### src/bus_pkg.sv
package bus_pkg;

    // Bus geometry
    localparam int NUM_DEVICES = 8;
    localparam int BUS_WIDTH   = 32;
    localparam int CTRL_WIDTH  = 8;

    // Address map: the top three address bits pick the device
    localparam int DEV_SEL_WIDTH = 3;
    localparam int DEV_SEL_LSB   = 29;

    // Control word layout, bits 7..5 are reserved and zero
    localparam int CTRL_WAIT_BIT  = 0;
    localparam int CTRL_WE_BIT    = 1;
    localparam int CTRL_BURST_LSB = 2;
    localparam int BURST_WIDTH    = 3;

    typedef logic [BUS_WIDTH-1:0]   bus_data_t;
    typedef logic [CTRL_WIDTH-1:0]  bus_ctrl_t;
    typedef logic [NUM_DEVICES-1:0] dev_vec_t;

    // Transfer phases
    typedef enum logic [2:0] {
        IDLE,
        ACK,
        ADDR,
        ACK_SLAVE,
        BUSY,
        FINISH
    } bus_state_t;

    // Side that drives bus data during the data phase
    typedef enum logic {
        OWNER_MASTER,
        OWNER_SLAVE
    } bus_owner_t;

endpackage

### src/bus_path_if.sv
interface bus_path_if import bus_pkg::*; ();

    bus_state_t state;
    bus_owner_t owner;
    logic       capture_master;
    logic       capture_slave;
    logic       clear_slave;
    logic       hold_addr;
    logic       force_ctrl;
    logic       addr_phase;

    modport sequencer (
        output state,
        output owner,
        output capture_master,
        output capture_slave,
        output clear_slave,
        output hold_addr,
        output force_ctrl,
        output addr_phase
    );

    modport datapath (
        input state,
        input owner,
        input capture_master,
        input capture_slave,
        input clear_slave,
        input hold_addr,
        input force_ctrl,
        input addr_phase
    );

endinterface

### src/address_translator.sv
module address_translator import bus_pkg::*; (
    input  bus_data_t virtual_addr,
    output bus_data_t phys_addr,
    output dev_vec_t  device_en
);

    logic [DEV_SEL_WIDTH-1:0] dev_field;

    assign dev_field = virtual_addr[DEV_SEL_LSB +: DEV_SEL_WIDTH];

    // One-hot slave select from the device field
    always_comb begin
        device_en = dev_vec_t'(1) << dev_field;
    end

    // Each slave sees its own space starting at zero
    always_comb begin
        phys_addr = virtual_addr;
        phys_addr[DEV_SEL_LSB +: DEV_SEL_WIDTH] = '0;
    end

endmodule

### src/bus_controller.sv
module bus_controller import bus_pkg::*; (
    input  logic      clk,
    input  logic      rst,
    input  dev_vec_t  req,
    output dev_vec_t  ack,
    input  bus_ctrl_t ctrl_in [NUM_DEVICES],
    output bus_ctrl_t ctrl_out,
    input  bus_data_t bus_in [NUM_DEVICES],
    output bus_data_t bus_out
);

    logic     arb_enable;
    logic     is_write;
    logic     initiator_req;
    dev_vec_t grant;

    bus_path_if u_path ();

    priority_arbiter u_arbiter (
        .clk    (clk),
        .rst    (rst),
        .enable (arb_enable),
        .req    (req),
        .grant  (grant)
    );

    bus_sequencer u_sequencer (
        .clk           (clk),
        .rst           (rst),
        .req           (req),
        .initiator_req (initiator_req),
        .is_write      (is_write),
        .arb_enable    (arb_enable),
        .path          (u_path.sequencer)
    );

    bus_datapath u_datapath (
        .clk           (clk),
        .rst           (rst),
        .req           (req),
        .grant         (grant),
        .ctrl_in       (ctrl_in),
        .bus_in        (bus_in),
        .path          (u_path.datapath),
        .ack           (ack),
        .ctrl_out      (ctrl_out),
        .bus_out       (bus_out),
        .is_write      (is_write),
        .initiator_req (initiator_req)
    );

endmodule

### src/bus_datapath.sv
module bus_datapath import bus_pkg::*; (
    input  logic        clk,
    input  logic        rst,
    input  dev_vec_t    req,
    input  dev_vec_t    grant,
    input  bus_ctrl_t   ctrl_in [NUM_DEVICES],
    input  bus_data_t   bus_in [NUM_DEVICES],
    bus_path_if.datapath path,
    output dev_vec_t    ack,
    output bus_ctrl_t   ctrl_out,
    output bus_data_t   bus_out,
    output logic        is_write,
    output logic        initiator_req
);

    dev_vec_t                initiator_q;
    dev_vec_t                slave_q;
    dev_vec_t                owner_sel;
    dev_vec_t                device_en;
    logic                    we_q;
    logic [BURST_WIDTH-1:0]  burst_q;
    bus_data_t               prev_bus;
    bus_data_t               master_data;
    bus_data_t               owner_data;
    bus_data_t               phys_addr;
    bus_ctrl_t               sel_ctrl;
    bus_ctrl_t               forced_ctrl;

    bus_select_mux #(.payload_t(bus_data_t)) u_master_data_mux (
        .sel (grant),
        .in  (bus_in),
        .out (master_data)
    );

    address_translator u_translator (
        .virtual_addr (master_data),
        .phys_addr    (phys_addr),
        .device_en    (device_en)
    );

    // Write data comes from the initiator, read data from the slave
    assign owner_sel = (path.owner == OWNER_MASTER) ? initiator_q : slave_q;

    bus_select_mux #(.payload_t(bus_data_t)) u_owner_data_mux (
        .sel (owner_sel),
        .in  (bus_in),
        .out (owner_data)
    );

    bus_select_mux #(.payload_t(bus_ctrl_t)) u_ctrl_mux (
        .sel (ack),
        .in  (ctrl_in),
        .out (sel_ctrl)
    );

    always_ff @(posedge clk) begin
        if (rst) begin
            initiator_q <= '0;
            slave_q     <= '0;
            we_q        <= 1'b0;
        end else begin
            if (path.capture_master) begin
                initiator_q <= grant;
                we_q        <= sel_ctrl[CTRL_WE_BIT];
            end
            if (path.clear_slave) begin
                slave_q <= '0;
            end else if (path.capture_slave) begin
                slave_q <= device_en;
            end
        end
    end

    always_ff @(posedge clk) begin
        if (path.capture_master) begin
            burst_q <= sel_ctrl[CTRL_BURST_LSB +: BURST_WIDTH];
        end
        prev_bus <= bus_out;
    end

    always_comb begin
        case (path.state)
            IDLE:      ack = '0;
            ACK, ADDR: ack = grant;
            default:   ack = slave_q;
        endcase
    end

    always_comb begin
        forced_ctrl = '0;
        forced_ctrl[CTRL_WAIT_BIT] = 1'b1;
        forced_ctrl[CTRL_WE_BIT] = we_q;
        forced_ctrl[CTRL_BURST_LSB +: BURST_WIDTH] = burst_q;
    end

    assign ctrl_out = path.force_ctrl ? forced_ctrl : sel_ctrl;

    assign bus_out = path.hold_addr  ? prev_bus  :
                     path.addr_phase ? phys_addr : owner_data;

    assign is_write      = we_q;
    assign initiator_req = |(req & initiator_q);

    // Arbiter grant and decoded slave must name exactly one device
    a_ack_onehot: assert property (
        @(posedge clk) disable iff (rst)
        (path.state != IDLE) |-> $onehot(ack)
    ) else $error("ack not one-hot outside IDLE: %b", ack);

endmodule

### src/bus_select_mux.sv
module bus_select_mux import bus_pkg::*; #(
    parameter type payload_t = bus_data_t
) (
    input  dev_vec_t sel,
    input  payload_t in [NUM_DEVICES],
    output payload_t out
);

    // AND-OR select, no selected device gives zero
    always_comb begin
        out = '0;
        for (int i = 0; i < NUM_DEVICES; i++) begin
            if (sel[i]) begin
                out = out | in[i];
            end
        end
    end

    // Overlapping selects would OR two payloads together
    always_comb begin
        a_sel_onehot0: assert final ($onehot0(sel))
            else $error("mux select is not one-hot: %b", sel);
    end

endmodule

### src/bus_sequencer.sv
module bus_sequencer import bus_pkg::*; (
    input  logic               clk,
    input  logic               rst,
    input  dev_vec_t           req,
    input  logic               initiator_req,
    input  logic               is_write,
    output logic               arb_enable,
    bus_path_if.sequencer      path
);

    bus_state_t state;
    bus_state_t next_state;

    always_ff @(posedge clk) begin
        if (rst) begin
            state <= IDLE;
        end else begin
            state <= next_state;
        end
    end

    always_comb begin
        next_state = state;
        case (state)
            IDLE: begin
                if (req != '0) begin
                    next_state = ACK;
                end
            end
            ACK: begin
                next_state = ADDR;
            end
            ADDR: begin
                next_state = ACK_SLAVE;
            end
            ACK_SLAVE: begin
                next_state = BUSY;
            end
            BUSY: begin
                // Only the initiator's own request keeps the bus
                if (!initiator_req) begin
                    next_state = FINISH;
                end
            end
            FINISH: begin
                next_state = IDLE;
            end
            default: begin
                next_state = IDLE;
            end
        endcase
    end

    // Path strobes per state
    always_comb begin
        arb_enable          = 1'b0;
        path.owner          = OWNER_MASTER;
        path.capture_master = 1'b0;
        path.capture_slave  = 1'b0;
        path.clear_slave    = 1'b0;
        path.hold_addr      = 1'b0;
        path.force_ctrl     = 1'b0;
        path.addr_phase     = 1'b0;
        case (state)
            IDLE: begin
                arb_enable = 1'b1;
            end
            ACK: begin
                path.addr_phase     = 1'b1;
                path.capture_master = 1'b1;
            end
            ADDR: begin
                path.addr_phase    = 1'b1;
                path.capture_slave = 1'b1;
            end
            ACK_SLAVE: begin
                // Slave gets one more look at the address, wait raised
                path.hold_addr  = 1'b1;
                path.force_ctrl = 1'b1;
            end
            BUSY: begin
                path.owner = is_write ? OWNER_MASTER : OWNER_SLAVE;
            end
            FINISH: begin
                path.owner       = is_write ? OWNER_MASTER : OWNER_SLAVE;
                path.clear_slave = 1'b1;
                arb_enable       = 1'b1;
            end
            default: begin
                arb_enable = 1'b1;
            end
        endcase
    end

    assign path.state = state;

    a_state_legal: assert property (
        @(posedge clk) disable iff (rst)
        state inside {IDLE, ACK, ADDR, ACK_SLAVE, BUSY, FINISH}
    ) else $error("sequencer state out of range: %0d", state);

    // Initiator and slave are latched in separate phases
    a_capture_exclusive: assert property (
        @(posedge clk) disable iff (rst)
        !(path.capture_master && path.capture_slave)
    ) else $error("master and slave capture in the same cycle");

endmodule

### src/priority_arbiter.sv
module priority_arbiter import bus_pkg::*; (
    input  logic     clk,
    input  logic     rst,
    input  logic     enable,
    input  dev_vec_t req,
    output dev_vec_t grant
);

    dev_vec_t lowest_req;

    // Two's complement trick isolates the lowest set bit, zero stays zero
    assign lowest_req = req & (~req + 1'b1);

    always_ff @(posedge clk) begin
        if (rst) begin
            grant <= '0;
        end else if (enable) begin
            grant <= lowest_req;
        end
    end

    // Grant may be idle but never names two masters
    a_grant_onehot0: assert property (
        @(posedge clk) disable iff (rst)
        $onehot0(grant)
    ) else $error("arbiter grant is not one-hot: %b", grant);

endmodule

### config.mk
export PLATFORM = sky130hd
export DESIGN_NAME = bus_controller
export DESIGN_NICKNAME = d
export VERILOG_FILES = /design/src/bus_pkg.sv /design/src/bus_path_if.sv /design/src/address_translator.sv /design/src/bus_controller.sv /design/src/bus_datapath.sv /design/src/bus_select_mux.sv /design/src/bus_sequencer.sv /design/src/priority_arbiter.sv
export SDC_FILE = /design/constraint.sdc
export NUM_CORES = 1
export LEC_CHECK = 0
export ABC_AREA = 1
export BUFFER_PORTS_ARGS = -buffer_cell sky130_fd_sc_hd__buf_2
export CAP_MARGIN = 20
export CORE_AREA = 2 2 146 148
export DETAILED_ROUTE_END_ITERATION = 12
export DIE_AREA = 0 0 148 150
export GPL_TIMING_DRIVEN = 0
export HOLD_SLACK_MARGIN = 0.08
export PLACE_DENSITY = 0.63
export REMOVE_ABC_BUFFERS = 1
export SLEW_MARGIN = 20
export SYNTH_ARGS = -nofsm -noshare
export SYNTH_HDL_FRONTEND = slang
export SYNTH_SLANG_ARGS = --single-unit
### constraint.sdc
create_clock -name clk -period 2.4 [get_ports clk]
set_clock_uncertainty 0.1 [all_clocks]
set_input_delay 0.24 -clock clk [delete_from_list [all_inputs] [get_ports clk]]
set_output_delay 0.24 -clock clk [all_outputs]
set_load 0.02 [all_outputs]
==> impl_metrics.yaml <==
worst_setup_path:
  required_ns: 2.06
  cp.arrival_ns: 2.23
  worst_setup_path_start_kind: "flop"
  worstSetupPathType: "flop to primary output"
  r2r_cells: 10
  r2r-start: "u_arbiter.grant[4]"
  crit_fanout: 7
  cp_cell_sequence: "inv_8 -> nand2_8 -> nor2_8 -> buf_12 -> buf_6 -> nand2_8 -> buf_6 -> nand3_1 -> o21ai_0 -> nor2_1 -> nand3_1 -> nand2_2 -> nand2_2 -> buf_6"
  cpMaxStageDelayCell: "dfxtp_4"
  rr_endpoint: "u_datapath.slave_q[5]"
  rrSetupSlack_ns: 0.23
  max_stage_delay_ns: 0.36
  endpoint_kind: "primary output"
  path_common_cell: "buf_6"
grt:
  grt_max_degree: 30
  grt_usage_pct: 38.82
  grt-ovfl-total: 0
  grt_first_pass_wirelength_mm: 64.31
  antenna_found_initial: 8
  grt_pass1_vias: 11000
route:
  routed_wl_mm: 45.15
  drt-initial-drc-count: 1299
  drcViolationCount: 0
  dr_total_vias: 11620
  drtPass1Iterations: 8
  antenna_left: 0
  vias_per_cell: 5.564
  wl_per_cell_um: 21.62
layout:
  utilization_pct: 53.83
  mostFrequentLayoutCells: "nand2_1, buf_2, inv_1"
  area_delta_synth_final_pct: 54.82
  final_common_cell: "nand2_1"
  multi_input_area_um2: 5527
  drive_above_1_share_pct: 31.49
  nNetsFinal: 2132
  num-fill-cells: 2184
  regArea_um2: 1334
clock_network:
  htree_levels: 3
  cts_tree: "done"
  path_clk_slew_ns: 0.06
  clock_path_buffers: 2
  clk_latency_ns: 0.35
  numCtsBuffers: 9
  clock_sinks: 63
  clockRootBuffer: "clkbuf_16"
yosys:
  synth.yosys.seq_area_share_pct: 17.95
  synth.distinct_cells: 33
  synth_top_family_by_area: "simple AND/OR/NAND/NOR gates"
  yosysWarnings: 0
  synth_cells: 1396
  async_flop_share_pct: 0
  synth-main-ff-cell: "dfxtp_1"
  netlist_area_um2: 7194
  synthXorXnorAreaFrac_pct: 0
  synth_compound_area_share_pct: 22.64
  synthMuxAreaShare_pct: 0
  synthAdderAreaFrac_pct: 0
  syn_area_per_cell_um2: 5.154
  yosys.area_share.simple_pct: 44.09
  synth_edf_count: 3
  ys_ff_latch: 63
power:
  ir_drop_v: 0.0004825
  power_mw: 7.843
  cellLeakagePower_nw: 5.736
  power.density_nw_per_um2: 704.2
placed_design:
  place.gp.congestion: 0.9118
  port_buffers: 377
  hpwl_mm: 27.05
timing:
  fin_crit_sh_pct: 107.1
  period_needed_ns: 2.570
  finalWorstSetupSlack_ns: -0.1697
  rsz0062_at_grt: "yes"
  timing.hold.ws_ns: 0.1225
  final_hold_viol_count: 0
  setup_viol: 39
  worst_slew_pin_slew_ns: 0.6862
  drv_slew: 0
  fmax_mhz: 389.2
  slew_headroom_pct: 53.95
die:
  die_w_um: 148
  core_area_um2: 20690
  die_area_um2: 22200
  die_h_um: 150
  initial_core_util_pct: 34.77
  num_io_pins: 378
  row_count: 53
worst_hold_path:
  hold_class: "input port to flop"
  min_from: "req[2]"
  whs_path_depth: 3
  hold_end: "u_arbiter.grant[2]"
status:
  status: "complete, but fails checks"
  violations: "negative setup slack"
flow_run:
  drv_cap: 0
[metrics by stage]
stage	cell area, µm²	cells	worst slack (ns)	TNS (ns)
floorplan	6858	1326	-0.1319	-4.764
global placement	9089	1978	-2.108	-156.79
detailed placement	9195	1981	-1.114	-53.28
CTS	10890	2070	-0.09274	-2.413
global route	11130	2086	-0.2754	-7.795
finish	11140	2088	-0.1697	-3.524
[cells in the mapped netlist, types with 2 or more instances]
library cell	number	area (µm²)
o21ai_1	3	15.01
inv_1	199	747.0
o211ai_1	4	30.03
clkbuf_1	30	112.6
nand2_2	17	106.4
nand2_1	398	1494
a21oi_1	70	350.3
o22ai_1	23	143.9
nand3b_1	2	15.01
buf_1	3	11.26
o21ai_0	171	855.8
edfxtp_1	3	90.09
dfxtp_1	60	1201
a211oi_1	5	37.54
nand3_1	166	830.8
nand4_1	6	37.54
buf_6	4	45.04
a31oi_1	5	31.28
buf_2	30	150.1
inv_2	4	15.01
clkbuf_2	2	10.01
nor3_1	5	25.02
nor2_1	161	604.3
a22o_1	16	140.1
[cells by family after synthesis]
group / count (synthesis)
DFF: 63
buffers and inverters: 274
AOI/OAI and AO/OA: 300
and+or+nand+nor: 759
[power breakdown]
part | switching [mW] | internal [mW]
logic | 2.96 | 1.70
clock network | 0.582 | 0.925
registers | 0.276 | 1.39
[flip-flops by register name (all words and copies together), names as in the netlist]
name                    cells
u_datapath.prev_bus        32
u_datapath.is_write         1
u_arbiter.grant             8
u_datapath.slave_q          8
u_datapath.initiator_q      8
u_sequencer.path.state      3
u_datapath.burst_q          3
[critical path, delay by kind of cell (launching register included)]
kind / cells / cell delay (ns)
simple gates: 8 / 0.68
flops: 1 / 0.36
buf+inv: 5 / 0.70
compound gates: 1 / 0.11
[routing by layer]
layer | wire length, µm | vias up | GRT usage [%]
li1 | - | 5343 | -
met1 | 16570 | 5143 | 46.84
met2 | 20040 | 906 | 62.85
met5 | 27 | - | 0
met3 | 5709 | 221 | 9.573
met4 | 2803 | 4 | 22.52
[worst max path at each step]
stage	cells past startpoint	slack (ns)	to	start
6_report	14	-0.17	bus_out[1]	u_sequencer.path.state[1]
4_1_cts	13	-0.09	bus_out[6]	u_sequencer.path.state[1]
3_5_place_dp	13	-1.11	bus_out[29]	u_sequencer.path.state[1]
5_1_grt	14	-0.28	bus_out[1]	u_sequencer.path.state[1]
2_1_floorplan	4	-0.13	ctrl_out[5]	u_sequencer.path.state[2]
3_3_place_gp	5	-2.11	bus_out[26]	u_sequencer.path.state[0]
[area by class of cell]
| type | instances | area share (%) |
|---|---|---|
| repair inverters | 2 | 0.1348 |
| clock buffers | 9 | 2.022 |
| diodes | 6 | 0.1348 |
| repair buffers | 447 | 24.67 |
| inverters | 204 | 7.414 |
| flip-flops and latches | 63 | 11.97 |
| multi-input cells | 1075 | 49.62 |
| clock inverters | 7 | 0.9436 |
| well taps | 275 | 3.089 |
[repair_timing]
action | 4_1_cts | 5_1_grt
hold buffers | 2 | 0
gates cloned | 17 | 1
endpoints found under the setup margin | 100 | 40
endpoints found under the hold margin | 2 | 0
setup buffers | 54 | 11
pin swaps | 30 | 14
gates resized for setup | 155 | 35
Note: power is estimated with default switching activity, not from simulation.
